### src/common/mgtCsrPkg.sv
////////////////////////////////////////////////////////////
// register map of the link CSR block
// APB address and data widths, CSR word type, field offsets
////////////////////////////////////////////////////////////

package mgtCsrPkg;

    ////////////////////////////////////////////////////////////
    // APB bus widths

    localparam int apbAddrWidth = 12;                  // byte address
    localparam int apbDataWidth = 32;                  // read and write data

    typedef logic [apbAddrWidth-1:0] apbAddrT;         // APB address
    typedef logic [apbDataWidth-1:0] csrWordT;         // full CSR data word

    ////////////////////////////////////////////////////////////
    // register map

    // only one register lives in this block
    localparam apbAddrT csrAddr = '0;                  // byte address of the CSR

    // field placement inside the CSR word
    // bits above the control field read back as zero
    localparam int ctrlLsb   = 12;                     // control field, bits 17..12
    localparam int statusLsb = 0;                      // status field, bits 11..0

endpackage : mgtCsrPkg

### src/common/mgtLinkPkg.sv
////////////////////////////////////////////////////////////
// link side bit types
// control and status vectors, synchronizer depth
////////////////////////////////////////////////////////////

package mgtLinkPkg;

    localparam int ctrlWidth   = 6;                    // control bits to the link core
    localparam int statusWidth = 12;                   // status field incl. qualified crc

    // msb down: txPolarity txPmaReset txPcsReset gtReset linkReset powerDown
    typedef logic [ctrlWidth-1:0] ctrlBitsT;

    // msb down: hardErr softErr laneUp channelUp crcPassQual crcValid
    //           crcPass txResetDone rxResetDone mmcmNotLocked gtPllLock cpllLock
    typedef logic [statusWidth-1:0] statusBitsT;

    // status positions used by the crc qualification
    localparam int crcQualBit  = 7;                    // crcPass gated by crcValid
    localparam int crcValidBit = 6;                    // raw crc valid
    localparam int crcPassBit  = 5;                    // raw crc pass

    localparam int syncStages = 2;                     // default synchronizer depth

endpackage : mgtLinkPkg

### src/common/mgtStatusIf.sv
////////////////////////////////////////////////////////////
// status word between the sync stage and the APB slave
////////////////////////////////////////////////////////////

`timescale 1ns/1ps

interface mgtStatusIf;

    import mgtLinkPkg::*;

    statusBitsT status;                                // synchronized, crc qualified

    // producer side, owned by statusSync
    modport sync (
        output status
    );

    // consumer side, owned by apbCsrSlave
    modport csr (
        input status
    );

endinterface : mgtStatusIf

### src/csr/apbCsrSlave.sv
////////////////////////////////////////////////////////////
// APB slave of the link CSR
// control register, CSR word readback, bad address error
////////////////////////////////////////////////////////////

`timescale 1ns/1ps

module apbCsrSlave (
    input  logic                 sysClk,
    input  logic                 rst,

    // APB, always ready
    input  logic                 pSel,
    input  logic                 pEnable,
    input  logic                 pWrite,
    input  mgtCsrPkg::apbAddrT   pAddr,
    input  mgtCsrPkg::csrWordT   pWdata,
    output mgtCsrPkg::csrWordT   pRdata,
    output logic                 pReady,
    output logic                 pSlvErr,

    // synchronized status from the first stage
    mgtStatusIf.csr              statusIn,

    // control bits to the link core
    output mgtLinkPkg::ctrlBitsT ctrl
);

    import mgtCsrPkg::*;
    import mgtLinkPkg::*;

    logic     accessPhase;                             // pSel and pEnable both high
    logic     addrHit;                                 // pAddr matches the CSR
    logic     goodWrite;                               // write to the CSR
    logic     goodRead;                                // read of the CSR
    ctrlBitsT ctrlReg;                                 // control register
    ctrlBitsT ctrlNext;                                // control field of pWdata
    csrWordT  csrWord;                                 // assembled readback word

    ////////////////////////////////////////////////////////////
    // transfer decode

    assign accessPhase = pSel & pEnable;
    assign addrHit     = (pAddr == csrAddr);
    assign goodWrite   = accessPhase & pWrite & addrHit;
    assign goodRead    = accessPhase & ~pWrite & addrHit;

    // no wait states
    assign pReady  = 1'b1;
    assign pSlvErr = accessPhase & ~addrHit;           // any other address errors

    ////////////////////////////////////////////////////////////
    // control register
    // loads at the edge that ends the access phase

    assign ctrlNext = pWdata[ctrlLsb +: ctrlWidth];    // rest of pWdata dropped

    always_ff @(posedge sysClk) begin
        if (rst) begin
            ctrlReg <= '0;                             // all controls released
        end else if (goodWrite) begin
            ctrlReg <= ctrlNext;
        end
    end

    assign ctrl = ctrlReg;                             // new value right after the edge

    ////////////////////////////////////////////////////////////
    // readback
    // zeros above bit 17, control 17..12, status 11..0

    always_comb begin
        csrWord                             = '0;
        csrWord[ctrlLsb +: ctrlWidth]       = ctrlReg;
        csrWord[statusLsb +: statusWidth]   = statusIn.status;
    end

    // zero outside a good read, so bad addresses return nothing
    assign pRdata = goodRead ? csrWord : '0;

endmodule : apbCsrSlave

### src/mgtCsrTop.sv
////////////////////////////////////////////////////////////
// top of the link CSR block
// status synchronizer stage followed by the APB register stage
////////////////////////////////////////////////////////////

`timescale 1ns/1ps

module mgtCsrTop (
    input  logic               sysClk,
    input  logic               rst,

    // APB slave port
    input  logic               pSel,
    input  logic               pEnable,
    input  logic               pWrite,
    input  mgtCsrPkg::apbAddrT pAddr,
    input  mgtCsrPkg::csrWordT pWdata,
    output mgtCsrPkg::csrWordT pRdata,
    output logic               pReady,
    output logic               pSlvErr,

    // raw status from the link core, any clock
    input  logic               hardErr,
    input  logic               softErr,
    input  logic               laneUp,
    input  logic               channelUp,
    input  logic               crcValid,
    input  logic               crcPass,
    input  logic               txResetDone,
    input  logic               rxResetDone,
    input  logic               mmcmNotLocked,
    input  logic               gtPllLock,
    input  logic               cpllLock,

    // control to the link core
    output logic               powerDown,
    output logic               linkReset,
    output logic               gtReset,
    output logic               txPcsReset,
    output logic               txPmaReset,
    output logic               txPolarity
);

    import mgtLinkPkg::*;

    statusBitsT rawStatus;                             // raw lines in csr bit order
    ctrlBitsT   ctrlWord;                              // control register contents

    mgtStatusIf statusBus ();                          // stage boundary

    // bit 7 is formed after the synchronizer
    assign rawStatus = {hardErr, softErr, laneUp, channelUp,
                        1'b0, crcValid, crcPass, txResetDone,
                        rxResetDone, mmcmNotLocked, gtPllLock, cpllLock};

    statusSync #(
        .stages    (syncStages)
    ) statusSyncInst (
        .sysClk    (sysClk),
        .rst       (rst),
        .rawStatus (rawStatus),
        .statusOut (statusBus.sync)
    );

    apbCsrSlave apbCsrSlaveInst (
        .sysClk    (sysClk),
        .rst       (rst),
        .pSel      (pSel),
        .pEnable   (pEnable),
        .pWrite    (pWrite),
        .pAddr     (pAddr),
        .pWdata    (pWdata),
        .pRdata    (pRdata),
        .pReady    (pReady),
        .pSlvErr   (pSlvErr),
        .statusIn  (statusBus.csr),
        .ctrl      (ctrlWord)
    );

    assign {txPolarity, txPmaReset, txPcsReset,
            gtReset, linkReset, powerDown} = ctrlWord; // straight from the register

endmodule : mgtCsrTop

### src/statusSync.sv
////////////////////////////////////////////////////////////
// status synchronizer into sysClk
// flop chain per status line plus crc pass qualification
////////////////////////////////////////////////////////////

`timescale 1ns/1ps

module statusSync #(
    parameter int stages = mgtLinkPkg::syncStages      // chain depth, 1 or more
) (
    input  logic                   sysClk,
    input  logic                   rst,
    input  mgtLinkPkg::statusBitsT rawStatus,          // bit 7 not used here
    mgtStatusIf.sync               statusOut
);

    import mgtLinkPkg::*;

    statusBitsT chainIn;                               // raw lines, qual slot cleared
    statusBitsT syncReg [stages];                      // synchronizer chain
    statusBitsT syncLast;                              // last flop of the chain
    statusBitsT statusQual;                            // output word
    logic       qualPass;                              // crc pass seen as valid

    ////////////////////////////////////////////////////////////
    // chain input

    always_comb begin
        chainIn             = rawStatus;
        chainIn[crcQualBit] = 1'b0;                    // slot is rebuilt below
    end

    ////////////////////////////////////////////////////////////
    // synchronizer chain
    // first flop may go metastable, later ones settle it

    always_ff @(posedge sysClk) begin
        if (rst) begin
            for (int i = 0; i < stages; i++) begin
                syncReg[i] <= '0;                      // whole chain cleared
            end
        end else begin
            syncReg[0] <= chainIn;                     // async capture
            for (int i = 1; i < stages; i++) begin
                syncReg[i] <= syncReg[i-1];            // shift along
            end
        end
    end

    assign syncLast = syncReg[stages-1];

    ////////////////////////////////////////////////////////////
    // crc pass qualification
    // both inputs come from the same chain depth, no extra delay

    assign qualPass = syncLast[crcValidBit] ? syncLast[crcPassBit] : 1'b0;

    always_comb begin
        statusQual             = syncLast;
        statusQual[crcQualBit] = qualPass;             // pass only when valid
    end

    assign statusOut.status = statusQual;              // to the register stage

endmodule : statusSync

### config.mk
export PLATFORM = sky130hd
export DESIGN_NAME = mgtCsrTop
export DESIGN_NICKNAME = d
export VERILOG_FILES = /design/src/common/mgtCsrPkg.sv /design/src/common/mgtLinkPkg.sv /design/src/common/mgtStatusIf.sv /design/src/csr/apbCsrSlave.sv /design/src/mgtCsrTop.sv /design/src/statusSync.sv
export SDC_FILE = /design/constraint.sdc
export NUM_CORES = 1
export LEC_CHECK = 0
export ABC_AREA = 1
export BUFFER_PORTS_ARGS = -buffer_cell sky130_fd_sc_hd__buf_2
export CORE_MARGIN = 2
export CORE_UTILIZATION = 43
export CTS_CLUSTER_SIZE = 8
export DETAILED_ROUTE_END_ITERATION = 6
export GPL_ROUTABILITY_DRIVEN = 0
export MAX_ROUTING_LAYER = met4
export PLACE_DENSITY = 0.84
export SYNTH_ARGS = -nofsm -noshare
export SYNTH_HDL_FRONTEND = slang
export SYNTH_HIERARCHICAL = 1
export SYNTH_SLANG_ARGS = --single-unit
export TNS_END_PERCENT = 10
### constraint.sdc
create_clock -name sysClk -period 3.2 [get_ports sysClk]
set_clock_uncertainty 0.05 [all_clocks]
set_input_delay 0.96 -clock sysClk [delete_from_list [all_inputs] [get_ports sysClk]]
set_output_delay 0.96 -clock sysClk [all_outputs]
set_load 0.01 [all_outputs]
==> impl_results.md, run 1 <==
- Post-CTS Hold Buffers: 0
- Vias/cell: 3.60
- Pwr/cell area: 396 nW/µm²
- Vias: 1038
- Area taken by multi-input logic gates: 433 µm²
- Drt pass-1 iters: 2
- Maxcap violations: 0
- Leak: 0.929 nW
- DIE AREA: 3720 µm²
- Area Overhead vs Synth: 15.5%
- Starting Density: 45.4%
- Reg2Reg Depth: 4
- Status: finished clean
- Clock slew at reported path FFs: 140 ps
- Starting DRT DRC Count: 45
- Crit-path max cell delay: 160 ps
- Crit Path Class: in2out
- F_max: 339 MHz
- Number of I/O pins: 100
- CP endpoint kind: output port
- Avg Cell Area, Syn: 7.05 µm²
- CTS Buffer Depth: 2
- Sequential power share: 57.0%
- Post-route ant nets: 0
- RSZ-0062 raised after global routing: false
- Setup_tns: 0 ps
- Final net count: 305
- Post-DP HPWL: 1.60 mm
- Clock share of power: 34.4%
- Final core area utilization: 52.4%
- Combinational share of power: 8.6%
- Hold Crit Endpoint: statusSyncInst/syncReg[0][12]
- Clock latency on the worst-skew pair: 310 ps
- # port buffers: 58
- Max Transition Viols Final: 0
- Final worst slack: 254 ps
- DIE HEIGHT: 61.0 µm
- Reg area: 561 µm²
- Final min period: 2950 ps
- Critical-path cell list: buf_2 > nor2_1 > nand2_1 > nor2_4 > and2_4 > nand2_4 > nor2_1 > buf_2
- Switching pwr: 0.128 mW
- Hold crit path type: reg2reg
- Die W: 61.0 µm
- R2r endpoint: apbCsrSlaveInst/ctrl[5]
- Post-CTS setup buffer count: 0
- Layout cells sized above 1: 31.6%
- Grt ovf: 0
- Pin count of the biggest net entering global routing: 24
- Cts repair resizes: 0
- Vias in the first global route: 833
- Internal: 0.512 mW
- Switching share of power: 20.0%
- Pre-CTS setup slack: 234 ps
- Row count: 20
- Ant diodes: 0
- Gr usage total: 11.1%
- Worst reg-to-reg setup slack: 2500 ps
- Worst R2R Start: apbCsrSlaveInst/ctrl[5]
- WP buf/inv: 2
- FILL cells: 316
- Final hold vios: 0
- First-pass GRT wire length: 3.02 mm
- Yosys Warn Count: 6
- CP top delay family: simple AND/OR/NAND/NOR gates
- Startpoint types: input port
- Final Setup Violations: 0
- Initial antenna violation count: 0
- Slowest cell on the critical path: and2_4
- CP required: 2190 ps
- Fin crit share: 92.1%
- Core area: 3080 µm²
- Routed wire per std cell: 6.80 µm
- Total CTS buffers: 3
- Total routed wirelength: 1.96 mm
- Hold depth: 2
- Syn Inst Count: 198
- Clock sinks: 28
- CP Max Fanout: 18
- DRC: 0
- WP data arrival: 1940 ps
- H-tree levels: 1
- Clock tree root driver cell: clkbuf_4
- Synthesized area: 1400 µm²
- Peak supply drop: 0.284 mV
- Min-delay src: statusSyncInst/syncReg[0][0]
- CTS tree: built
- Design Power: 0.639 mW
per-stage QoR:
stage / hold slack, ps / instance area, µm² / instances
after CTS: 363 / 1610 / 288
after global routing: 376 / 1610 / 288
final: 361 / 1610 / 288
after floorplan: 338 / 1450 / 211
after global placement: 339 / 1560 / 284
after detailed placement: 345 / 1560 / 284
metal layers:
layer / track usage [%] / vias up / wire (µm)
li1: - / 596 / -
met1: 11.0 / 409 / 862
met2: 21.4 / 31 / 974
met3: 1.92 / 2 / 95
met4: 3.73 / 0 / 26
met5: - / - / 0
worst max path at each step:
stage,startpoint,endpoint,slack [ps],cells past startpoint
5_1_grt,pAddr[3],pRdata[5],130,8
6_report,pAddr[7],pRdata[0],250,8
3_5_place_dp,pAddr[7],pRdata[5],230,8
2_1_floorplan,pAddr[7],pRdata[10],380,7
3_3_place_gp,pAddr[7],pRdata[5],250,8
4_1_cts,pAddr[7],pRdata[5],230,8
cell usage in the layout (no fill, tap or decap):
cell type and instances:
buf_4 2, nand2_1 16, dfxtp_1 28, inv_1 55
clkbuf_4 3, nand2_4 1, and2_4 1, conb_1 15
nand4_1 6, nor2_2 9, and2_1 1, nand3_1 1
buf_2 58, nor2_1 45, nor2_4 2, bufinv_16 1
power groups by stage:
stage	clock [mW]	sequential, mW	combinational [mW]
after floorplan	0	0.372	0.0550
after global placement	0	0.372	0.0543
after detailed placement	0	0.372	0.0554
after CTS	0.229	0.365	0.0555
after global routing	0.242	0.366	0.0647
final	0.220	0.364	0.0552
tightest hold or removal path, cell delays in order, from the launching register on:
cell and delay [ps]:
dfxtp_1 320, inv_1 40, nor2_1 30
cell type report:
class | count | share of cell area [%]
clock buffers | 3 | 1.40
repair buffers | 60 | 18.9
flip-flops and latches | 28 | 34.8
clock inverters | 1 | 1.86
inverters | 55 | 12.8
well taps | 44 | 3.41
multi-input cells | 97 | 26.8
registers in the layout, indices dropped and copies added, names as in the netlist:
| signal | count |
|---|---|
| apbCsrSlaveInst/ctrl | 6 |
| statusSyncInst/syncReg | 22 |
(Power assumes the default switching activity.)
==> run 2, diff against run 1 <==
--- a/config.mk
+++ b/config.mk
@@ -5,7 +5,6 @@
 export SDC_FILE = /design/constraint.sdc
 export NUM_CORES = 1
 export LEC_CHECK = 0
-export ABC_AREA = 1
 export BUFFER_PORTS_ARGS = -buffer_cell sky130_fd_sc_hd__buf_2
 export CORE_MARGIN = 2
 export CORE_UTILIZATION = 43
@@ -13,7 +12,7 @@
 export DETAILED_ROUTE_END_ITERATION = 6
 export GPL_ROUTABILITY_DRIVEN = 0
 export MAX_ROUTING_LAYER = met4
-export PLACE_DENSITY = 0.84
+export PLACE_DENSITY = 0.85
 export SYNTH_ARGS = -nofsm -noshare
 export SYNTH_HDL_FRONTEND = slang
 export SYNTH_HIERARCHICAL = 1
==> run 2 against run 1 <==
- critical endpoint is now pRdata[11]
- critical path depth shrank 2
- the flow now finishes with violations (negative setup slack)
- sequential share of layout area grew 0.72 points
- hold slack better by 38 ps
- combinational power up 6.0%
- die area fell by 4.0%
- cell count is 27% lower
- largest power group unchanged
- count of clock-buffer cells in the layout is the same
- synthesized cell count fell by 35%
- worst setup slack lost 430 ps
- global-route usage rose by 0.48 points
- critical path type unchanged
- first-iteration DRC count decreased by 58%
==> impl_results.md, run 2 <==
- Status: finished, violations left
- Failing checks: negative setup slack
- Most common library cell in the layout ignoring fill and taps: buf_2
- Grt ovf: 0 (unchanged)
- Number of I/O pins: 100 (unchanged)
- Final hold vios: 0 (unchanged)
- Gr usage total: 11.5% (+0.48 points)
- H-tree levels: 1 (unchanged)
- Clock slew at reported path FFs: 140 ps (about the same)
- Final core area utilization: 52.6% (+0.23 points)
- CP endpoint kind: output port
- Clock sinks: 28 (unchanged)
- DIE AREA: 3570 µm² (-4.0%)
- Initial antenna violation count: 0 (unchanged)
- Post-route ant nets: 0 (unchanged)
- Syn Inst Count: 128 (-35%)
- Post-DP HPWL: 1.56 mm (-3.0%)
- Crit Path Class: in2out
- Maxcap violations: 0 (unchanged)
- CTS tree: built
- Starting DRT DRC Count: 19 (-58%)
- Post-CTS setup buffer count: 0 (unchanged)
- DRC: 0 (unchanged)
- Vias/cell: 4.24 (+18%)
- DIE HEIGHT: 59.7 µm (-2.0%)
- Pwr/cell area: 406 nW/µm² (+2.5%)
- Yosys Warn Count: 6 (unchanged)
- Max Transition Viols Final: 0 (unchanged)
- Ant diodes: 0 (unchanged)
- Avg Cell Area, Syn: 10.4 µm² (+48%)
- Leak: 0.796 nW (-14%)
- Layout cells sized above 1: 49.7% (+18 points)
- Drt pass-1 iters: 4 (+2)
- Die W: 59.7 µm (-2.0%)
- Number of flip-flops in the largest register: 22 (unchanged)
- F_max: 296 MHz (-13%)
- CP required: 2190 ps (about the same)
- Worst rel slew slack: 58.0%
- Fin crit share: 106% (+14 points)
- Clock tree root driver cell: clkbuf_4
- Pre-CTS setup slack: -235 ps (-469 ps)
- CP Max Fanout: 13 (-5)
- # port buffers: 58 (unchanged)
- Vias in the first global route: 793 (-4.8%)
- Total routed wirelength: 1.96 mm (+0.31%)
- Final worst slack: -180 ps (-434 ps)
- Clock latency on the worst-skew pair: 320 ps (about the same)
- Starting Density: 44.5% (-0.87 points)
- Final min period: 3380 ps (+434 ps)
- Row count: 20 (unchanged)
- Most frequent cells in the layout: 57 x buf_2, 28 x dfxtp_1, 19 x and2_1, 15 x conb_1, 15 x nor2b_2
- Vias: 890 (-14%)
- WP data arrival: 2370 ps (+430 ps)
- Routed wire per std cell: 9.35 µm (+38%)
- Largest reg by FF count: statusSyncInst/syncReg
- Synthesized area: 1340 µm² (-4.3%)
- Hold crit path type: reg2reg
- Startpoint types: input port
- Final net count: 238 (-22%)
- Core area: 3000 µm² (-2.4%)
- Final Setup Violations: 19 (+19)
- Total CTS buffers: 3 (unchanged)
- CTS Buffer Depth: 2 (unchanged)
- Pin count of the biggest net entering global routing: 35 (+46%)
- RSZ-0062 raised after global routing: true
- Tightest Pin Transition: 629 ps
- Post-CTS Hold Buffers: 0 (unchanged)
- First-pass GRT wire length: 3.03 mm (+0.46%)
- Peak supply drop: 0.292 mV (+2.7%)
- Area Overhead vs Synth: 18.3%
-- run 2: path summary, 6_finish.rpt --
kind                                startpoint                       endpoint  slack [ps]  depth (start not counted)
setup reg to reg       apbCsrSlaveInst/ctrl[3]        apbCsrSlaveInst/ctrl[3]        2530                          2
hold / removal    statusSyncInst/syncReg[0][9]  statusSyncInst/syncReg[0][21]         400                          1
hold reg to reg   statusSyncInst/syncReg[0][9]  statusSyncInst/syncReg[0][21]         400                          1
setup / recovery                      pAddr[9]                     pRdata[11]        -180                          6
-- run 2: layer usage --
layer	part of all wire [%]	global-route usage, %	wire, µm
met5	0	-	0
met4	0	3.81	0
met3	8.6	2.60	169
met2	53	23.6	1040
met1	38	9.91	756
-- run 2: timing repair --
action	CTS	global route
endpoints found under the hold margin	0	0
setup endpoints to repair	19	19
resized for setup	2	0
pin swaps	3	0
-- run 2: worst max-delay path: stages --
cell and delay, ps:
buf_6 90, or4_4 550, nor4_4 330, buf_6 180, and2_1 130, buf_2 130
-- run 2: area by class of cell --
class	count	area, µm²
flip-flops and latches	28	561
well taps	33	41.3
fillers	282	1420
clock inverters	1	30.0
multi-input cells	82	588
repair buffers	63	338
clock buffers	3	22.5
-- run 2: per-stage QoR --
step	power, mW	setup TNS (ps)	hold slack, ps	cells	instance area (µm²)
after detailed placement	0.429	-3700	370	206	1520
after global routing	0.674	-4510	422	210	1580
final	0.642	-2910	399	210	1580
after global placement	0.428	-3720	367	206	1520
after floorplan	0.427	-760	361	141	1390
after CTS	0.652	-3330	404	210	1580
-- run 2: power breakdown --
| part | switching, mW | internal [mW] | leakage [nW] |
|---|---|---|---|
| combinational | 0.0272 | 0.0313 | 0.538 |
| clock | 0.0934 | 0.127 | 0.0279 |
| sequential | 0.00229 | 0.361 | 0.230 |
==> run 3, diff against run 2 <==
==> constraint.sdc (replaced) <==
create_clock -name sysClk -period 3.2 [get_ports sysClk]
set_clock_uncertainty 0.05 [all_clocks]
set_input_delay 0.96 -clock sysClk [delete_from_list [all_inputs] [get_ports sysClk]]
set_output_delay 0.96 -clock sysClk [all_outputs]
set_load 0.02 [all_outputs]
==> run 3 against run 2 <==
- the run still ends with negative setup slack left
- via count rose by 0.90%
- final area up 10%
- hold slack worse by 1.5 ps
- die area unchanged
- worst setup slack got worse by 22 ps
- non-clock buffer count grew 1
- maximum frequency down 0.66%
- combinational power is 15% higher
- first-iteration DRC count shrank 74%
==> impl_results.md, run 3 (synthesis results as in run 2) <==
- Status: finished, violations left
- Failing checks: negative setup slack
- Hold depth: 1 (unchanged)
- WP data arrival: 2390 ps (+20 ps)
- Clock share of power: 34.2% (about the same)
- Startpoint types: input port
- DP Area: 1540 µm² (+1.6%)
- CP required: 2190 ps (about the same)
- FILL cells: 265 (-6.0%)
- Clock sinks: 28 (unchanged)
- Die W: 59.7 µm (unchanged)
- Total CTS buffers: 3 (unchanged)
- Vias/cell: 4.26 (+0.42%)
- Internal: 0.520 mW (about the same)
- Switching share of power: 20.7% (+1.6 points)
- Crit Path Class: in2out
- Final Setup Violations: 19 (unchanged)
- Tightest Pin Transition: 642 ps (+12.7 ps)
- # port buffers: 58 (unchanged)
- Combinational share of power: 10.3% (+1.2 points)
- Reg2Reg Depth: 2 (unchanged)
- F_max: 294 MHz (-0.66%)
- Starting DRT DRC Count: 5 (-14)
- DIE HEIGHT: 59.7 µm (unchanged)
- H-tree levels: 1 (unchanged)
- Number of I/O pins: 100 (unchanged)
- Post-CTS setup buffer count: 0 (unchanged)
- Hold crit path type: reg2reg
- Clock tree root driver cell: clkbuf_4
- DIE AREA: 3570 µm² (unchanged)
- Ant diodes: 0 (unchanged)
- Critical Path Most Common Cell: buf_6
- Critical-path cell list: buf_6 > or4_4 > nor4_4 > buf_4 > and2_4 > buf_6
- Pin count of the biggest net entering global routing: 35 (unchanged)
- Worst reg-to-reg setup slack: 2540 ps (about the same)
- Final worst slack: -202 ps (-22.3 ps)
- Fin crit share: 106% (+0.70 points)
- Grt ovf: 0 (unchanged)
- Leak: 0.835 nW (+4.9%)
- Final hold vios: 0 (unchanged)
- Post-route ant nets: 0 (unchanged)
- Clock latency on the worst-skew pair: 320 ps (about the same)
- Total routed wirelength: 2.20 mm (+12%)
- Largest reg by FF count: statusSyncInst/syncReg
- CP Max Fanout: 5 (-8)
- Routed wire per std cell: 10.4 µm (+12%)
- CTS Buffer Depth: 2 (unchanged)
- Layout cells sized above 1: 59.6% (+9.8 points)
- First-pass GRT wire length: 3.44 mm (+13%)
- Final net count: 239 (+0.42%)
- Area Overhead vs Synth: 30.6%
- Slowest cell on the critical path: or4_4
- Pwr/cell area: 376 nW/µm² (-7.6%)
- Final min period: 3400 ps (+22.3 ps)
- Starting Density: 44.5% (unchanged)
- Sequential power share: 55.5% (-1.1 points)
- Maxcap violations: 0 (unchanged)
- Number of flip-flops in the largest register: 22 (unchanged)
- Vias in the first global route: 792 (-0.13%)
- Post-route design area: 1750 µm² (+10%)
- Row count: 20 (unchanged)
- Vias: 898 (+0.90%)
- Switching pwr: 0.136 mW (+11%)
- Drt pass-1 iters: 4 (unchanged)
- Most frequent cells in the layout: 38 x buf_2, 28 x dfxtp_1, 20 x buf_6, 17 x and2_4
- Crit-path max cell delay: 540 ps (about the same)
- Clock slew at reported path FFs: 140 ps (about the same)
- DRC: 0 (unchanged)
- Post-DP HPWL: 1.67 mm (+7.1%)
- Area taken by multi-input logic gates: 631 µm² (+7.2%)
- Initial antenna violation count: 0 (unchanged)
- CP endpoint kind: output port
- Most common library cell in the layout ignoring fill and taps: buf_2
- CTS tree: built
- Max Transition Viols Final: 0 (unchanged)
- Reg area: 561 µm² (unchanged)
- Core area: 3000 µm² (unchanged)
- Gr usage total: 13.3% (+1.8 points)
- Worst rel slew slack: 57.2% (-0.84 points)
- Peak supply drop: 0.306 mV (+4.9%)
- RSZ-0062 raised after global routing: true
- WHS: 398 ps (-1.54 ps)
## run 3: cell types whose count changed in the layout (fill, tap and decap cells not counted), sizes merged
cell	before	now
buf	63	64
## run 3: area by class of cell
type                    instances  share of cell area (%)
clock buffers                   3                    1.29
multi-input cells              82                    36.1
clock inverters                 1                    1.72
flip-flops and latches         28                    32.1
repair buffers                 64                    26.4
well taps                      33                    2.37
## run 3: path summary, 6_finish.rpt
path | from | to
worst max-delay path | pAddr[10] | pRdata[2]
worst min-delay path | statusSyncInst/syncReg[0][9] | statusSyncInst/syncReg[0][21]
worst max register to register | apbCsrSlaveInst/ctrl[2] | apbCsrSlaveInst/ctrl[2]
worst min register to register | statusSyncInst/syncReg[0][9] | statusSyncInst/syncReg[0][21]
## run 3: critical path, delay by kind of cell
kind,cells,cell delay (ps)
buf+inv,3,400
simple gates,3,1030
## run 3: what timing repair did
item	in CTS	in global routing
endpoints found under the setup margin	19	19
gates resized for setup	47	1
hold buffers	0	0
cloned	1	0
pin swaps	17	0
## run 3: metrics by stage
stage                     TNS, ps  std cells  total power, mW  utilization [%]  setup WS (ps)
after floorplan             -1060        141            0.436                -           -105
after global placement      -4500        206            0.436             51.4           -256
after detailed placement    -4010        206            0.438             51.4           -226
after CTS                   -4040        211            0.663             58.0           -229
after global routing        -5020        211            0.684             58.1           -289
final                       -3450        211            0.656             58.1           -202
## run 3: power by group through the flow
stage	sequential, mW	clock (mW)	combinational, mW
after detailed placement	0.372	0	0.0668
after global routing	0.365	0.244	0.0742
after CTS	0.364	0.231	0.0675
final	0.364	0.224	0.0673
after floorplan	0.371	0	0.0648
after global placement	0.371	0	0.0649
## run 3: routing by layer
metal	share of wire [%]	up-vias	global-route usage (%)
li1	-	459	-
met1	36	403	11.8
met2	57	34	27.0
met3	6.4	2	3.03
met4	0.50	0	3.81
met5	0	-	-
